$ cat config.mk
export PLATFORM = sky130hd
export DESIGN_NAME = frame_buffer_ctrl
export DESIGN_NICKNAME = d
export VERILOG_FILES = /design/src/rtl/fb_buffer_pkg.sv /design/src/rtl/fb_mem_pkg.sv /design/src/rtl/buffer_port_if.sv /design/src/rtl/mem_ready_timer.sv /design/src/rtl/lock_arbiter.sv /design/src/rtl/frame_sequencer.sv /design/src/rtl/buffer_table.sv /design/src/rtl/frame_buffer_ctrl.sv
export SDC_FILE = /design/constraint.sdc
export NUM_CORES = 1
export LEC_CHECK = 0
export BUFFER_PORTS_ARGS = -buffer_cell sky130_fd_sc_hd__buf_2
export CAP_MARGIN = 0
export CORE_MARGIN = 1.5
export CORE_UTILIZATION = 31
export CTS_BUF_LIST = sky130_fd_sc_hd__clkbuf_4 sky130_fd_sc_hd__clkbuf_8 sky130_fd_sc_hd__clkbuf_16
export CTS_CLUSTER_SIZE = 25
export DETAILED_ROUTE_END_ITERATION = 7
export SLEW_MARGIN = 30
export SYNTH_ARGS = -nofsm -noshare
export SYNTH_HDL_FRONTEND = slang
export SYNTH_SLANG_ARGS = --single-unit
export TNS_END_PERCENT = 20
$ cat constraint.sdc
create_clock -name clk -period 5 [get_ports clk]
set_input_delay 0.75 -clock clk [delete_from_list [all_inputs] [get_ports clk]]
set_output_delay 0.75 -clock clk [all_outputs]
set_load 0.005 [all_outputs]
$ cat src/rtl/fb_buffer_pkg.sv
package fb_buffer_pkg;

    localparam int NUM_FRAMES  = 3;
    localparam int NUM_CLIENTS = 2;

    // role index doubles as the client slot in every port array
    localparam int CLIENT_PRODUCER = 0;
    localparam int CLIENT_CONSUMER = 1;

    typedef logic [1:0] buf_idx_t;

    typedef enum logic [1:0] {
        AVAILABLE,
        WRITE_BUSY,
        UPDATED,
        DISPLAYED
    } buf_state_e;

    typedef enum logic [3:0] {
        IDLE,
        START_WAIT,
        LOCK,
        FIND,
        SELECT,
        START,
        DONE_WAIT,
        RELEASE_WAIT,
        RELEASE
    } seq_state_e;

endpackage

$ cat src/rtl/fb_mem_pkg.sv
package fb_mem_pkg;

    // word addressed frame memory
    localparam int ADDR_W = 21;

    typedef logic [ADDR_W-1:0] addr_t;

    // spare words between consecutive frames
    localparam int FRAME_GUARD = 32;

    // warm-up counter after memory init
    typedef logic [7:0] delay_cnt_t;

endpackage

$ cat src/rtl/buffer_port_if.sv
`timescale 1ns/1ns

interface buffer_port_if
    import fb_mem_pkg::*;
();

    logic  lock_req;
    logic  lock_gnt;
    logic  find;
    logic  select;
    logic  release_buf;
    addr_t base_addr;

    modport seq (
        output lock_req, find, select, release_buf,
        input  lock_gnt, base_addr
    );

    modport arb (input lock_req, output lock_gnt);

    modport tbl (input find, select, release_buf, output base_addr);

endinterface

$ cat src/rtl/mem_ready_timer.sv
`timescale 1ns/1ns

module mem_ready_timer
    import fb_mem_pkg::*;
#(
    parameter int INIT_DELAY = 152
) (
    input  logic clk,
    input  logic rst_n,
    input  logic init_done_i,
    output logic ready_o
);

    localparam delay_cnt_t DELAY_END = delay_cnt_t'(INIT_DELAY);

    delay_cnt_t cnt_q;
    logic       ready_q;

    // saturates at the delay, ready follows one cycle later
    always_ff @(posedge clk or negedge rst_n) begin
        if (!rst_n) begin
            cnt_q   <= '0;
            ready_q <= 1'b0;
        end else begin
            if (init_done_i && cnt_q != DELAY_END)
                cnt_q <= cnt_q + 1'b1;
            if (cnt_q == DELAY_END)
                ready_q <= 1'b1;
        end
    end

    assign ready_o = ready_q;

endmodule

$ cat src/rtl/lock_arbiter.sv
`timescale 1ns/1ns

module lock_arbiter
    import fb_buffer_pkg::*;
(
    input  logic           clk,
    input  logic           rst_n,
    buffer_port_if.arb     port_arb [NUM_CLIENTS]
);

    localparam int IDX_W = (NUM_CLIENTS > 1) ? $clog2(NUM_CLIENTS) : 1;

    logic [NUM_CLIENTS-1:0] req;
    logic                   busy_q;
    logic [IDX_W-1:0]       owner_q;
    logic [IDX_W-1:0]       pick;
    logic [IDX_W-1:0]       cand;
    logic                   found;

    // owner_q keeps the last winner once the lock is free
    always_comb begin
        pick  = owner_q;
        cand  = owner_q;
        found = 1'b0;
        for (int i = 1; i <= NUM_CLIENTS; i++) begin
            cand = IDX_W'((int'(owner_q) + i) % NUM_CLIENTS);
            if (!found && req[cand]) begin
                pick  = cand;
                found = 1'b1;
            end
        end
    end

    always_ff @(posedge clk or negedge rst_n) begin
        if (!rst_n) begin
            busy_q  <= 1'b0;
            owner_q <= IDX_W'(NUM_CLIENTS - 1);
        end else if (busy_q) begin
            if (!req[owner_q])
                busy_q <= 1'b0;
        end else if (found) begin
            busy_q  <= 1'b1;
            owner_q <= pick;
        end
    end

    for (genvar g = 0; g < NUM_CLIENTS; g++) begin : g_client
        assign req[g]               = port_arb[g].lock_req;
        assign port_arb[g].lock_gnt = busy_q && (owner_q == IDX_W'(g));
    end

endmodule

$ cat src/rtl/frame_sequencer.sv
`timescale 1ns/1ns

module frame_sequencer
    import fb_buffer_pkg::*;
    import fb_mem_pkg::*;
(
    input  logic        clk,
    input  logic        rst_n,
    input  logic        ready_i,
    input  logic        done_i,
    output logic        start_o,
    output addr_t       base_addr_o,
    buffer_port_if.seq  port_seq
);

    seq_state_e state_q;
    seq_state_e state_d;
    logic       start_q;

    always_ff @(posedge clk or negedge rst_n) begin
        if (!rst_n)
            state_q <= IDLE;
        else
            state_q <= state_d;
    end

    always_comb begin
        state_d = state_q;
        case (state_q)
            IDLE:
                state_d = START_WAIT;
            START_WAIT:
                if (ready_i)
                    state_d = LOCK;
            LOCK:
                if (port_seq.lock_gnt)
                    state_d = FIND;
            FIND:
                state_d = SELECT;
            SELECT:
                state_d = START;
            START:
                state_d = DONE_WAIT;
            // done outside this state is dropped
            DONE_WAIT:
                if (done_i)
                    state_d = RELEASE_WAIT;
            RELEASE_WAIT:
                if (port_seq.lock_gnt)
                    state_d = RELEASE;
            RELEASE:
                state_d = IDLE;
            default:
                state_d = IDLE;
        endcase
    end

    // table stays locked from find to select and over the release
    assign port_seq.lock_req = (state_q == LOCK) || (state_q == FIND) ||
                               (state_q == SELECT) || (state_q == RELEASE_WAIT) ||
                               (state_q == RELEASE);

    assign port_seq.find        = (state_q == FIND);
    assign port_seq.select      = (state_q == SELECT);
    assign port_seq.release_buf = (state_q == RELEASE);

    // high during START, base address already latched by then
    always_ff @(posedge clk or negedge rst_n) begin
        if (!rst_n)
            start_q <= 1'b0;
        else
            start_q <= (state_q == SELECT);
    end

    assign start_o     = start_q;
    assign base_addr_o = port_seq.base_addr;

endmodule

$ cat src/rtl/buffer_table.sv
`timescale 1ns/1ns

module buffer_table
    import fb_buffer_pkg::*;
    import fb_mem_pkg::*;
#(
    parameter int FRAME_WIDTH  = 640,
    parameter int FRAME_HEIGHT = 480
) (
    input  logic        clk,
    input  logic        rst_n,
    buffer_port_if.tbl  port_tbl [NUM_CLIENTS]
);

    localparam int STRIDE    = FRAME_WIDTH * FRAME_HEIGHT + FRAME_GUARD;
    localparam int NUM_RANKS = 3;

    buf_state_e             slot_q [NUM_FRAMES];
    buf_idx_t               idx_q  [NUM_CLIENTS];
    addr_t                  base_q [NUM_CLIENTS];
    buf_idx_t               pick   [NUM_CLIENTS];
    logic [NUM_CLIENTS-1:0] hit;
    logic [NUM_CLIENTS-1:0] find_v;
    logic [NUM_CLIENTS-1:0] select_v;
    logic [NUM_CLIENTS-1:0] release_v;

    // state class searched at each rank, per role
    function automatic buf_state_e prio_state(input int client, input int rank);
        case (rank)
            0:       return (client == CLIENT_PRODUCER) ? DISPLAYED : UPDATED;
            1:       return AVAILABLE;
            default: return (client == CLIENT_PRODUCER) ? UPDATED : DISPLAYED;
        endcase
    endfunction

    function automatic addr_t slot_base(input buf_idx_t idx);
        return addr_t'(int'(idx) * STRIDE);
    endfunction

    // lowest index wins within a class, busy slots never match
    always_comb begin
        for (int c = 0; c < NUM_CLIENTS; c++) begin
            pick[c] = idx_q[c];
            hit[c]  = 1'b0;
            for (int r = 0; r < NUM_RANKS; r++) begin
                for (int s = 0; s < NUM_FRAMES; s++) begin
                    if (!hit[c] && slot_q[s] == prio_state(c, r)) begin
                        pick[c] = buf_idx_t'(s);
                        hit[c]  = 1'b1;
                    end
                end
            end
        end
    end

    always_ff @(posedge clk or negedge rst_n) begin
        if (!rst_n) begin
            for (int s = 0; s < NUM_FRAMES; s++)
                slot_q[s] <= AVAILABLE;
            for (int c = 0; c < NUM_CLIENTS; c++) begin
                idx_q[c]  <= '0;
                base_q[c] <= '0;
            end
        end else begin
            for (int c = 0; c < NUM_CLIENTS; c++) begin
                if (find_v[c])
                    idx_q[c] <= pick[c];
                if (select_v[c]) begin
                    slot_q[idx_q[c]] <= WRITE_BUSY;
                    base_q[c]        <= slot_base(idx_q[c]);
                end
                if (release_v[c])
                    slot_q[idx_q[c]] <= (c == CLIENT_PRODUCER) ? UPDATED : DISPLAYED;
            end
        end
    end

    for (genvar g = 0; g < NUM_CLIENTS; g++) begin : g_client
        assign find_v[g]              = port_tbl[g].find;
        assign select_v[g]            = port_tbl[g].select;
        assign release_v[g]           = port_tbl[g].release_buf;
        assign port_tbl[g].base_addr = base_q[g];
    end

endmodule

$ cat src/rtl/frame_buffer_ctrl.sv
`timescale 1ns/1ns

module frame_buffer_ctrl
    import fb_buffer_pkg::*;
    import fb_mem_pkg::*;
#(
    parameter int FRAME_WIDTH  = 640,
    parameter int FRAME_HEIGHT = 480,
    parameter int INIT_DELAY   = 152
) (
    input  logic  clk,
    input  logic  rst_n,
    input  logic  init_done_i,
    input  logic  wr_done_i,
    input  logic  rd_done_i,
    output logic  wr_start_o,
    output addr_t wr_base_addr_o,
    output logic  rd_start_o,
    output addr_t rd_base_addr_o
);

    logic                   ready;
    logic [NUM_CLIENTS-1:0] done_v;
    logic [NUM_CLIENTS-1:0] start_v;
    addr_t                  base_v [NUM_CLIENTS];

    buffer_port_if port_if [NUM_CLIENTS] ();

    // producer is the camera upload, consumer the display download
    assign done_v[CLIENT_PRODUCER] = wr_done_i;
    assign done_v[CLIENT_CONSUMER] = rd_done_i;

    assign wr_start_o     = start_v[CLIENT_PRODUCER];
    assign wr_base_addr_o = base_v[CLIENT_PRODUCER];
    assign rd_start_o     = start_v[CLIENT_CONSUMER];
    assign rd_base_addr_o = base_v[CLIENT_CONSUMER];

    mem_ready_timer #(
        .INIT_DELAY (INIT_DELAY)
    ) u_ready_timer (
        .clk         (clk),
        .rst_n       (rst_n),
        .init_done_i (init_done_i),
        .ready_o     (ready)
    );

    lock_arbiter u_lock_arbiter (
        .clk      (clk),
        .rst_n    (rst_n),
        .port_arb (port_if)
    );

    buffer_table #(
        .FRAME_WIDTH  (FRAME_WIDTH),
        .FRAME_HEIGHT (FRAME_HEIGHT)
    ) u_buffer_table (
        .clk      (clk),
        .rst_n    (rst_n),
        .port_tbl (port_if)
    );

    for (genvar g = 0; g < NUM_CLIENTS; g++) begin : g_seq
        frame_sequencer u_sequencer (
            .clk         (clk),
            .rst_n       (rst_n),
            .ready_i     (ready),
            .done_i      (done_v[g]),
            .start_o     (start_v[g]),
            .base_addr_o (base_v[g]),
            .port_seq    (port_if[g])
        );
    end

endmodule

== Yosys cells after proc, flatten, opt, wreduce, memory -nomap -nowiden ==
Cells that the tools add are included.
W data, S select, Z words.

* Eq/ne operators: 32
* Multipliers: 2
* Bitwise logic cells: 14
* Add/subtract/negate cells: 3
* Reductions and logical operators: 60
* Order comparisons: 7
* Multiplexer cells: 64

{| class="wikitable"
|+ Operators with widths
! kind !! number
|-
| $pmux W4 S8 || 2
|-
| $mux W2 || 20
|-
| $eq A4 B3 Y1 const B || 8
|-
| $mul A2 B14 Y16 const B || 2
|-
| $mux W1 || 29
|-
| $mux W4 || 7
|-
| $mux W6 || 4
|-
| $logic_and A1 B1 Y1 || 22
|-
| $reduce_bool A9 Y1 || 2
|-
| $logic_not A1 Y1 || 17
|-
| $eq A4 B2 Y1 const B || 4
|-
| $eq A2 B2 Y1 const B || 6
|-
| $and A3 B3 Y3 || 3
|-
| $not A3 Y3 || 3
|-
| $or A3 B3 Y3 || 3
|-
| $add A8 B1 Y8 const B || 1
|-
| $demux W2 S2 || 2
|-
| $eq A4 B1 Y1 const B || 2
|-
| $eq A4 B4 Y1 const B || 2
|-
| $eq A8 B8 Y1 const B || 1
|-
| $logic_not A4 Y1 || 2
|-
| $logic_or A1 B1 Y1 || 8
|-
| $ne A2 B1 Y1 const B || 4
|-
| $ne A2 B2 Y1 const B || 4
|-
| other kinds (13) || 24
|}

* Register bits: 63
* Logic and storage cells: 197
* Output and inout bits: 44
* Bits of input ports: 5

== Logic depth before layout (Yosys ltp) ==
Gate-level depths: netlist of run 1.

* Depth in word-level cells: 27
* Gate-level depth with buffers: 6
* Depth with buffers taken out: 6

== Hierarchy ==
A second synthesis of run 1 with hierarchy kept.

* Cell total of the unflattened synthesis: 284
* Area, all modules: 2,776.4 um2

{| class="wikitable"
|+ Modules (own cells, without submodules)
! module !! area each (um2) !! instances !! seq. area each (um2) !! cells each
|-
| buffer_table || 1,390.1 || 1 || 550.5 || 143
|-
| frame_sequencer || 417.9 || 2 || 125.1 || 48
|-
| mem_ready_timer || 436.7 || 1 || 225.2 || 35
|-
| lock_arbiter || 113.9 || 1 || 51.3 || 10
|}

== Least setup slack after synthesis of run 1 ==
Ideal clock, no wire load.

* Kind: register to register
* From: register u_ready_timer.cnt_q[0]
* To: register u_ready_timer.cnt_q[1]
* Buffers on the path: 0
* Arrival time: 1,511 ps
* Setup time: 125 ps
* Slack: 3,364 ps
* Stages on the path, launching flop included: 7
* Clock period less this slack: 1,636 ps
* Data required time: 4,875 ps
* Cell sequence: dfrtp_1 inv_1 ha_1 nor3b_1 nor4bb_1 nand2b_1 mux2_2

* Longest elaborated chain between the ends: 2
* Elaborated cells on any way between the ends: 3
* Those cells by class: 1 x add/sub; 1 x eq/ne; 1 x reduce/logical

{| class="wikitable"
|+ Ends and longest elaborated chain
! item !! line !! RTL
|-
| from (decl) || mem_ready_timer.sv:16 || <nowiki>delay_cnt_t cnt_q;</nowiki>
|-
| from (signal assigned) || mem_ready_timer.sv:26 || <nowiki>cnt_q <= cnt_q + 1'b1;</nowiki>
|-
| parallel branches: the longest is 2 deep, another holds $add A8 B1 Y8 || - ||
|}

Several ways; the timed one is not identified.
A chain may end at the register's enable or synchronous reset.

== Worst setup path after layout of run 1 ==
Same ends and word-level chain as after synthesis.

==> results.md, run 1 <==
* Status: finished clean
* Fillers at 813
* Clock network fraction of total power at 28.9%
* Grt total ovfl at 0
* Sw Pwr at 0.182 mW
* Post_cts resized at 0
* Clk_skew at 0.0121 ns
* Internal power at 0.512 mW
* Post-synth top flop: dfrtp_1
* Met2 routed WL at 2.15 mm
* Leakage power at 1.25 nW
* Sequential area share after synthesis at 42.6%
* Worst setup EP type: register
* Gate power share at 11.9%
* Critical path, cell by cell: inv_1 > ha_1 > nor3b_1 > nor4bb_1 > nand2b_1 > mux2_2
* Min Tclk post-route at 1.84 ns
* Place WS at 3.18 ns
* Setup Fix Bufs, Post-CTS at 0
* Sequential Power Share at 59.2%
* Crit Reg-Reg Endpoint: u_ready_timer.cnt_q[1]$_DFFE_PN0P_
* Flop2flop setup slack at 3.16 ns
* WP depth at 6
* WL final at 4.42 mm
* # hold bufs at CTS at 0
* # DRC at 0
* Port bufs at 26
* CTS sink cnt at 43
* Crit path to: u_ready_timer.cnt_q[1]$_DFFE_PN0P_
* Share of cells above drive strength 1 at 17.6%
* Final setup fails at 0
* Vias in the first global route at 1692
* Final HPWL DP at 3.28 mm
* H-tree depth at 2
* Worst skew pair latency at 0.29 ns
* Final GP Congestion at 0.725
* DR WL/cell at 12.2 um
* Crit path kind: reg -> reg
* Slowest cell on crit path: dfrtp_1
* Standard-cell rows at 32
* Initial drt markers at 66
* P per Cell Area at 261 nW/um2
* # diodes at 0
* Crit-path leading delay family: simple AND/OR/NAND/NOR gates
* Ports at 49
* Initial DRT Pass Iterations at 4
* Reg2reg path depth at 6
* Die height at 93.3 um
* Max-slew headroom at 63.8%
* Yosys warning count at 0
* Top Layer Used: met4
* # nets final at 277
* Fmax at 544 MHz
* Actual slew at the worst max-slew pin at 0.542 ns
* Final Slew Violations at 0
* CP max stage delay at 0.42 ns
* Post-Syn Area at 2530 um2
* Core Area at 7810 um2
* Crit path launch: u_ready_timer.cnt_q[0]$_DFFE_PN0P_
* Met1 wire length at 2.03 mm
* Routed wl met3 at 196 um
* Final ANT Viol Nets at 0
* WP buf/inv at 1
* Mapped Cells at 248
* Syn Area/Cell at 10.2 um2
* Post-synth EDFFs at 0
* Kind of start point of the critical path: register
* TritonCTS Buffers at 5
* Setup ws final at 3.16 ns
* Worst-path maximum fanout at 4
* Worst hold path type: in -> async
* Die span in x at 93.3 um
* Initial antenna violation count at 0
* CP required at 5.18 ns
* Area used by multi-input combinational logic at 1200 um2
* Longest Clk Path Bufs at 2
* Max Cap Violations at 0
* Final hold vios at 0
* Gr usage total at 11.3%
* FF+latch area at 1080 um2
* CTS clock-pin slew for the worst setup and hold paths at 0.08 ns
* DR vias at 1695
* Layout area overhead at 5.45%
* Yosys cell types at 51
* TritonCTS clock tree: built
* RSZ-0062 raised after global routing: no
* Final period util at 36.7%
* Sw frac at 26.2%
* #FFs+latches synth at 43
* Arr. time, crit path at 2.02 ns
* Starting Density at 32.4%
* Critical R2R Launch: u_ready_timer.cnt_q[0]$_DFFE_PN0P_
* Die area at 8700 um2
* Asr flop ratio synth at 100%
* Via density at 4.67
* First-pass GRT wire length at 7.69 mm
* Setup tns final at 0 ns
* Peak VDD IR at 0.241 mV
* Pin count of the biggest net entering global routing at 44
* Root buffer cell: clkbuf_8
[cell families (layout without fill, tap and decap cells)]
family	count (synthesis)	in the layout	synth area share (%)
flops	43	43	42.6
fa+ha+maj	10	10	4.95
mux	16	16	7.03
other cells	1	22	0.148
simple gates	65	65	15.8
buf+inv	53	45	12.9
xor+xnor	9	9	3.12
compound gates	51	51	13.4
[power groups by stage]
| stage | logic, mW | clock network [mW] | registers (mW) |
|---|---|---|---|
| after floorplan | 0.0773 | 0 | 0.408 |
| after global placement | 0.0816 | 0 | 0.415 |
| after detailed placement | 0.0863 | 0 | 0.416 |
| after CTS | 0.0854 | 0.208 | 0.410 |
| after global routing | 0.0981 | 0.224 | 0.414 |
| final | 0.0829 | 0.200 | 0.411 |
[synthesized netlist by cell type (all sizes together) (2+ instances only)]
cell    instances  share of area, %
or2             2              0.50
nand2          15               2.2
nand2b          5               1.2
nand4           4              0.99
a21boi          3              0.89
nor2b           4              0.99
inv            13               1.9
a31oi           2              0.50
a21oi          12               2.4
xnor2           7               2.4
a311oi          4               1.4
xor2            2              0.69
clkbuf          3              0.50
nor3b           3               1.3
a221oi          2              0.69
mux2           14               6.2
nor4            3               1.3
and2            5               1.2
mux2i           2              0.79
a211oi          2              0.59
ha             10               5.0
o21a            2              0.59
buf            37                11
a22o            3               1.0
dfrtp          42                42
nor3            8               1.6
nor2            9               1.3
o21ai          13               2.6
[metal layers]
layer,GRT usage [%],up-vias
met4,3.41,0
li1,-,836
met2,18.8,37
met3,3.58,6
met1,13.8,816
met5,0,-
[worst reg2reg max path, delay by kind of cell, from the launching register on]
kind / cells / cell delay [ns]
simple gates: 3 / 0.76
flops: 1 / 0.42
mux: 1 / 0.33
fa+ha+maj: 1 / 0.14
buf+inv: 1 / 0.08
[sequential cells by signal, indices dropped and copies added, names as in the netlist]
name and flops:
g_seq.u_sequencer.start_o 2, g_seq.u_sequencer.state_q 8, u_buffer_table.idx_q 4, u_buffer_table.port_tbl.base_addr 12, u_buffer_table.slot_q 6, u_lock_arbiter.busy_q 1
u_lock_arbiter.owner_q 1, u_ready_timer.cnt_q 8, u_ready_timer.ready_o 1
[final cells by class]
class | count | share of cell area, %
Multi-Input combinational cell | 173 | 45.1
Sequential cell | 43 | 40.4
Timing Repair Buffer | 26 | 4.98
Tap cell | 102 | 4.79
Clock buffer | 5 | 2.58
Inverter | 13 | 1.83
Clock inverter | 1 | 0.282
[layout by cell type (no fill, tap or decap), types with 3 or more instances in the layout]
cell type | Yosys | final
nand2b_1 | 5 | 5
inv_1 | 13 | 13
mux2_2 | 7 | 7
o21ai_1 | 3 | 3
a22o_1 | 3 | 3
mux2_1 | 7 | 7
nor2_1 | 9 | 9
buf_2 | 5 | 25
nand2_1 | 15 | 15
a21boi_0 | 3 | 3
ha_1 | 10 | 10
nor2b_1 | 4 | 4
nor3_1 | 8 | 8
clkbuf_8 | 0 | 5
conb_1 | 1 | 22
a311oi_1 | 4 | 4
o21ai_0 | 10 | 10
and2_1 | 5 | 5
a21oi_1 | 12 | 12
xnor2_1 | 7 | 7
dfrtp_1 | 42 | 42
nand4_1 | 4 | 4
[worst min path at each step]
stage / slack, ns / to / startpoint / cells after the start
2_1_floorplan: 0.43 / u_ready_timer.cnt_q[7]$_DFFE_PN0P_ / u_ready_timer.cnt_q[7]$_DFFE_PN0P_ / 1
3_3_place_gp: 0.47 / u_buffer_table.port_tbl[0].base_addr[13]$_DFFE_PN0P_ / u_buffer_table.port_tbl[0].base_addr[13]$_DFFE_PN0P_ / 1
3_5_place_dp: 0.47 / u_ready_timer.cnt_q[7]$_DFFE_PN0P_ / u_ready_timer.cnt_q[7]$_DFFE_PN0P_ / 1
4_1_cts: 0.46 / u_ready_timer.cnt_q[2]$_DFFE_PN0P_ / rst_n / 1
5_1_grt: 0.48 / u_ready_timer.cnt_q[7]$_DFFE_PN0P_ / rst_n / 1
6_report: 0.44 / u_buffer_table.port_tbl[1].base_addr[15]$_DFFE_PN0P_ / rst_n / 1
[through the flow]
stage | instances | utilization (%) | area, um2 | hold WS [ns] | total power, mW
detailed placement | 357 | 33.1 | 2590 | 0.470 | 0.502
CTS | 363 | 34.1 | 2660 | 0.463 | 0.703
finish | 363 | 34.1 | 2660 | 0.442 | 0.694
global route | 363 | 34.1 | 2660 | 0.478 | 0.736
global placement | 357 | 33.1 | 2580 | 0.468 | 0.497
floorplan | 269 | - | 2610 | 0.434 | 0.486
Power figures use the tool's default switching activity.
==> run 2, diff against run 1 <==
- clock period: 5 -> 1.87 ns (I/O delays scaled with it)
==> results.md, run 2 (synthesis gave the netlist of run 1 again) <==
* DR vias at 1727
* Worst-path maximum fanout at 4
* WP depth at 6
* Clk_skew at 0.00844 ns
* Crit Reg-Reg Endpoint: u_ready_timer.cnt_q[1]$_DFFE_PN0P_
* Leakage power at 1.33 nW
* WL final at 4.74 mm
* Initial DRT Pass Iterations at 4
* Max Cap Violations at 0
* CTS sink cnt at 43
* DR WL/cell at 12.6 um
* Arr. time, crit path at 1.99 ns
* Die span in x at 93.3 um
* Via density at 4.59
* Final GP Congestion at 0.741
* Ports at 49
* Final hold vios at 0
* TritonCTS clock tree: built
* Worst skew pair latency at 0.30 ns
* Fmax at 556 MHz
* Critical path, cell by cell: inv_1 > ha_1 > nor3b_1 > nor4bb_4 > nand2b_1 > mux2_2
* Gr usage total at 11.6%
* Longest Clk Path Bufs at 2
* Share of cells above drive strength 1 at 21.5%
* Final Slew Violations at 0
* Root buffer cell: clkbuf_8
* Critical R2R Launch: u_ready_timer.cnt_q[0]$_DFFE_PN0P_
* Worst setup EP type: register
* Crit path launch: u_ready_timer.cnt_q[0]$_DFFE_PN0P_
* Slowest cell on crit path: dfrtp_1
* Actual slew at the worst max-slew pin at 0.554 ns
* CTS clock-pin slew for the worst setup and hold paths at 0.08 ns
* Crit path to: u_ready_timer.cnt_q[1]$_DFFE_PN0P_
* Min Tclk post-route at 1.80 ns
* Initial drt markers at 40
* Most frequent cells in the layout: 42 x dfrtp_1, 26 x buf_2, 22 x conb_1
* Port bufs at 26
* Initial antenna violation count at 0
* Final Cell Area at 2790 um2
* Final period util at 96.2%
* WP buf/inv at 1
* Kind of start point of the critical path: register
* Max-slew headroom at 63.1%
* # nets final at 288
* Final setup fails at 0
* Vias in the first global route at 1718
* Status: finished clean
* Starting Density at 32.4%
* Worst Hold Slack at 0.308 ns
* Reg2reg path depth at 6
* H-tree depth at 2
* Final ANT Viol Nets at 0
* Flop2flop setup slack at 0.07 ns
* Grt total ovfl at 0
* Commonest non-fill, non-tap cell in the layout: dfrtp_1
* First-pass GRT wire length at 7.90 mm
* Peak VDD IR at 0.544 mV
* Core Area at 7810 um2
* Die height at 93.3 um
* Crit-path leading delay family: simple AND/OR/NAND/NOR gates
* CP max stage delay at 0.42 ns
* Standard-cell rows at 32
* Utilization after layout at 35.7%
* Worst hold path type: in -> reg
* CP required at 2.06 ns
* Final HPWL DP at 3.49 mm
* P per Cell Area at 698 nW/um2
* # DRC at 0
* TritonCTS Buffers at 5
* Placed cell area at 2670 um2
* Max reg flops at 12
* Die area at 8700 um2
* Pin count of the biggest net entering global routing at 23
* Layout area overhead at 10.3%
* Crit path kind: reg -> reg
* # diodes at 0
==> run 2: cell types whose count changed in the layout (fill, tap and decap cells not counted) <==
cell and change:
buf_12 +1, buf_2 +1, buf_4 +8, clkbuf_4 +1, clkinv_2 +1, dlygate4sd3_1 +1, nor4bb_1 -1, nor4bb_4 +1
==> run 2: cell type report <==
cell class	instances	area [um2]
repair buffers	37	228
inverters	13	48.8
multi-input cells	173	1220
well taps	102	128
fillers	799	5020
clock buffers	6	76.3
flip-flops and latches	43	1080
clock inverters	2	12.5
==> run 2: worst reg2reg max path: stages (launching register included) <==
cell      delay, ns
dfrtp_1        0.42
inv_1          0.08
ha_1           0.13
nor3b_1        0.23
nor4bb_4       0.28
nand2b_1       0.21
mux2_2         0.35
==> run 2: how the worst min path moves through the flow <==
stage                           start                                           to  slack (ns)  cells past startpoint
after floorplan                 rst_n       g_seq[0].u_sequencer.start_o$_DFF_PN0_       -0.02                      0
after global placement          rst_n  g_seq[1].u_sequencer.state_q[1]$_DFFE_PN0P_        0.30                      1
after detailed placement        rst_n  g_seq[1].u_sequencer.state_q[1]$_DFFE_PN0P_        0.30                      1
after CTS                 init_done_i           u_ready_timer.cnt_q[4]$_DFFE_PN0P_        0.29                      3
after global routing      init_done_i           u_ready_timer.cnt_q[4]$_DFFE_PN0P_        0.31                      3
final                     init_done_i           u_ready_timer.cnt_q[4]$_DFFE_PN0P_        0.31                      3
==> run 2: what timing repair did <==
action,in CTS,in global routing
resized for setup,0,2
hold buffers,1,0
endpoints found under the hold margin,20,0
setup buffers,0,0
endpoints found under the setup margin,0,1
==> run 2: through the flow <==
step / total power [mW] / TNS, ns / worst slack, ns / cells
final: 1.95 / 0 / 0.0718 / 376
after global routing: 2.07 / -0.0609 / -0.0609 / 376
after CTS: 1.96 / 0 / 0.0564 / 376
after detailed placement: 1.35 / 0 / 0.0832 / 367
after global placement: 1.33 / 0 / 0.170 / 367
after floorplan: 1.30 / 0 / 0.234 / 269
==> run 2: report_power, final <==
| part | total, mW | leakage, nW | internal [mW] | switching (mW) |
|---|---|---|---|---|
| Combinational | 0.250 | 0.710 | 0.125 | 0.125 |
| Clock | 0.591 | 0.0446 | 0.276 | 0.316 |
| Sequential | 1.10 | 0.576 | 1.01 | 0.0959 |
| Total | 1.95 | 1.33 | 1.41 | 0.536 |
==> run 2: metal layers <==
metal | vias up | share of wire [%] | GRT usage, %
met3 | 4 | 4.2 | 3.33
met4 | 0 | 0.97 | 3.66
li1 | 859 | - | -
met5 | - | 0 | 0
met2 | 35 | 50 | 20.2
met1 | 829 | 45 | 13.7
==> run 3, diff against run 2 <==
- CORE_UTILIZATION: 31 -> 54
- PLACE_DENSITY: not set -> 0.78
==> results.md, run 3 (synthesis gave the netlist of run 1 again) <==
* Clk_skew at 0.00828 ns
* Port bufs at 26
* Starting Density at 57.2%
* Min Tclk post-route at 1.71 ns
* Setup Fix Bufs, Post-CTS at 0
* Standard-cell rows at 24
* Worst-path maximum fanout at 4
* Max reg flops at 12
* Die area at 5100 um2
* Root buffer cell: clkbuf_8
* Sw frac at 27.9%
* Max Cap Violations at 0
* Commonest non-fill, non-tap cell in the layout: dfrtp_1
* # DRC at 0
* Final Cell Area at 2720 um2
* Final setup fails at 0
* Gr usage total at 17.9%
* Final GP Congestion at 0.790
* Kind of start point of the critical path: register
* Longest Clk Path Bufs at 2
* Die height at 71.4 um
* TritonCTS Buffers at 5
* Worst hold path type: in -> reg
* Sequential Power Share at 56.7%
* Setup tns final at 0 ns
* Peak VDD IR at 0.679 mV
* Final Slew Violations at 0
* TritonCTS clock tree: built
* P per Cell Area at 715 nW/um2
* Internal power at 1.40 mW
* Initial drt markers at 120
* DR vias at 1719
* Fillers at 361
* Final ANT Viol Nets at 0
* Crit path kind: reg -> reg
* Vias in the first global route at 1579
* Clock network fraction of total power at 30.8%
* Grt total ovfl at 0
* First-pass GRT wire length at 7.13 mm
* Leakage power at 1.32 nW
* H-tree depth at 2
* Via density at 5.29
* Area used by multi-input combinational logic at 1220 um2
* Tot Pwr at 1.94 mW
* Initial antenna violation count at 0
* Layout area overhead at 7.68%
* Final HPWL DP at 3.19 mm
* Gate power share at 12.5%
* Pin count of the biggest net entering global routing at 24
* # nets final at 287
* Core Area at 4410 um2
* WL final at 4.28 mm
* RSZ-0062 raised after global routing: no
* Die span in x at 71.4 um
* FF+latch area at 1080 um2
* Share of cells above drive strength 1 at 21.2%
* Worst setup EP type: register
* Ports at 49
* Initial DRT Pass Iterations at 4
* Arr. time, crit path at 1.90 ns
* Final period util at 91.7%
* CP required at 2.06 ns
* Most frequent cells in the layout: 42 x dfrtp_1, 26 x buf_2, 22 x conb_1
* Worst skew pair latency at 0.30 ns
* Fmax at 583 MHz
* Status: finished clean
* CTS sink cnt at 43
* DR WL/cell at 13.2 um
* CTS clock-pin slew for the worst setup and hold paths at 0.09 ns
* Final hold vios at 0
* # diodes at 0
* Sw Pwr at 0.543 mW
* Placed cell area at 2600 um2
[run 3: cell types whose count changed in the layout (fill, tap and decap cells not counted)]
cell / delta
clkinvlp_4: +1
buf_4: -1
inv_6: +1
clkinv_2: -1
clkbuf_4: -1
[run 3: power by group through the flow]
| stage | Combinational [mW] | Sequential (mW) | Clock, mW |
|---|---|---|---|
| after floorplan | 0.207 | 1.09 | 0 |
| after global placement | 0.222 | 1.11 | 0 |
| after detailed placement | 0.233 | 1.11 | 0 |
| after CTS | 0.232 | 1.10 | 0.618 |
| after global routing | 0.275 | 1.12 | 0.653 |
| final | 0.242 | 1.10 | 0.599 |
[run 3: layout make-up]
| type | count | area share (%) |
|---|---|---|
| Tap cell | 52 | 2.39 |
| Clock buffer | 5 | 2.53 |
| Clock inverter | 3 | 0.874 |
| Multi-Input combinational cell | 173 | 44.7 |
| Inverter | 13 | 1.79 |
| Timing Repair Buffer | 36 | 8.10 |
| Sequential cell | 43 | 39.6 |
[run 3: final timing paths]
path | to | from | cells past startpoint | slack [ns]
setup / recovery | u_ready_timer.cnt_q[1]$_DFFE_PN0P_ | u_ready_timer.cnt_q[0]$_DFFE_PN0P_ | 6 | 0.16
hold / removal | u_ready_timer.cnt_q[4]$_DFFE_PN0P_ | init_done_i | 3 | 0.32
setup reg to reg | u_ready_timer.cnt_q[1]$_DFFE_PN0P_ | u_ready_timer.cnt_q[0]$_DFFE_PN0P_ | 6 | 0.16
hold reg to reg | u_ready_timer.cnt_q[7]$_DFFE_PN0P_ | u_ready_timer.cnt_q[7]$_DFFE_PN0P_ | 1 | 0.47
max in group asynchronous | u_lock_arbiter.owner_q$_DFFE_PN1P_ | rst_n | 3 | 0.86
min in group asynchronous | u_ready_timer.cnt_q[3]$_DFFE_PN0P_ | rst_n | 2 | 0.45
[run 3: per-layer routing]
layer	global-route usage (%)	part of all wire, %
met5	0	0
met2	28.0	48
met4	8.60	1.7
met1	24.4	47
met3	2.95	2.9
[run 3: critical path: stages, from the launching register on]
cell      delay, ns
dfrtp_1        0.43
inv_1          0.07
ha_1           0.13
nor3b_1        0.20
nor4bb_4       0.26
nand2b_1       0.19
mux2_2         0.34
[run 3: through the flow]
| stage | hold slack, ns | utilization [%] | setup WS, ns | cells |
|---|---|---|---|---|
| after global routing | 0.332 | 61.6 | 0.0234 | 325 |
| after detailed placement | 0.264 | 59.0 | 0.0826 | 316 |
| after global placement | 0.264 | 59.0 | 0.228 | 316 |
| after floorplan | -0.0151 | - | 0.234 | 269 |
| after CTS | 0.305 | 61.3 | 0.0590 | 325 |
| final | 0.323 | 61.6 | 0.155 | 325 |
[run 3: what timing repair did]
item / in CTS / in global routing
setup endpoints to repair: 0 / 1
endpoints found under the hold margin: 20 / 0
hold buffers: 1 / 0
gates resized for setup: 0 / 2
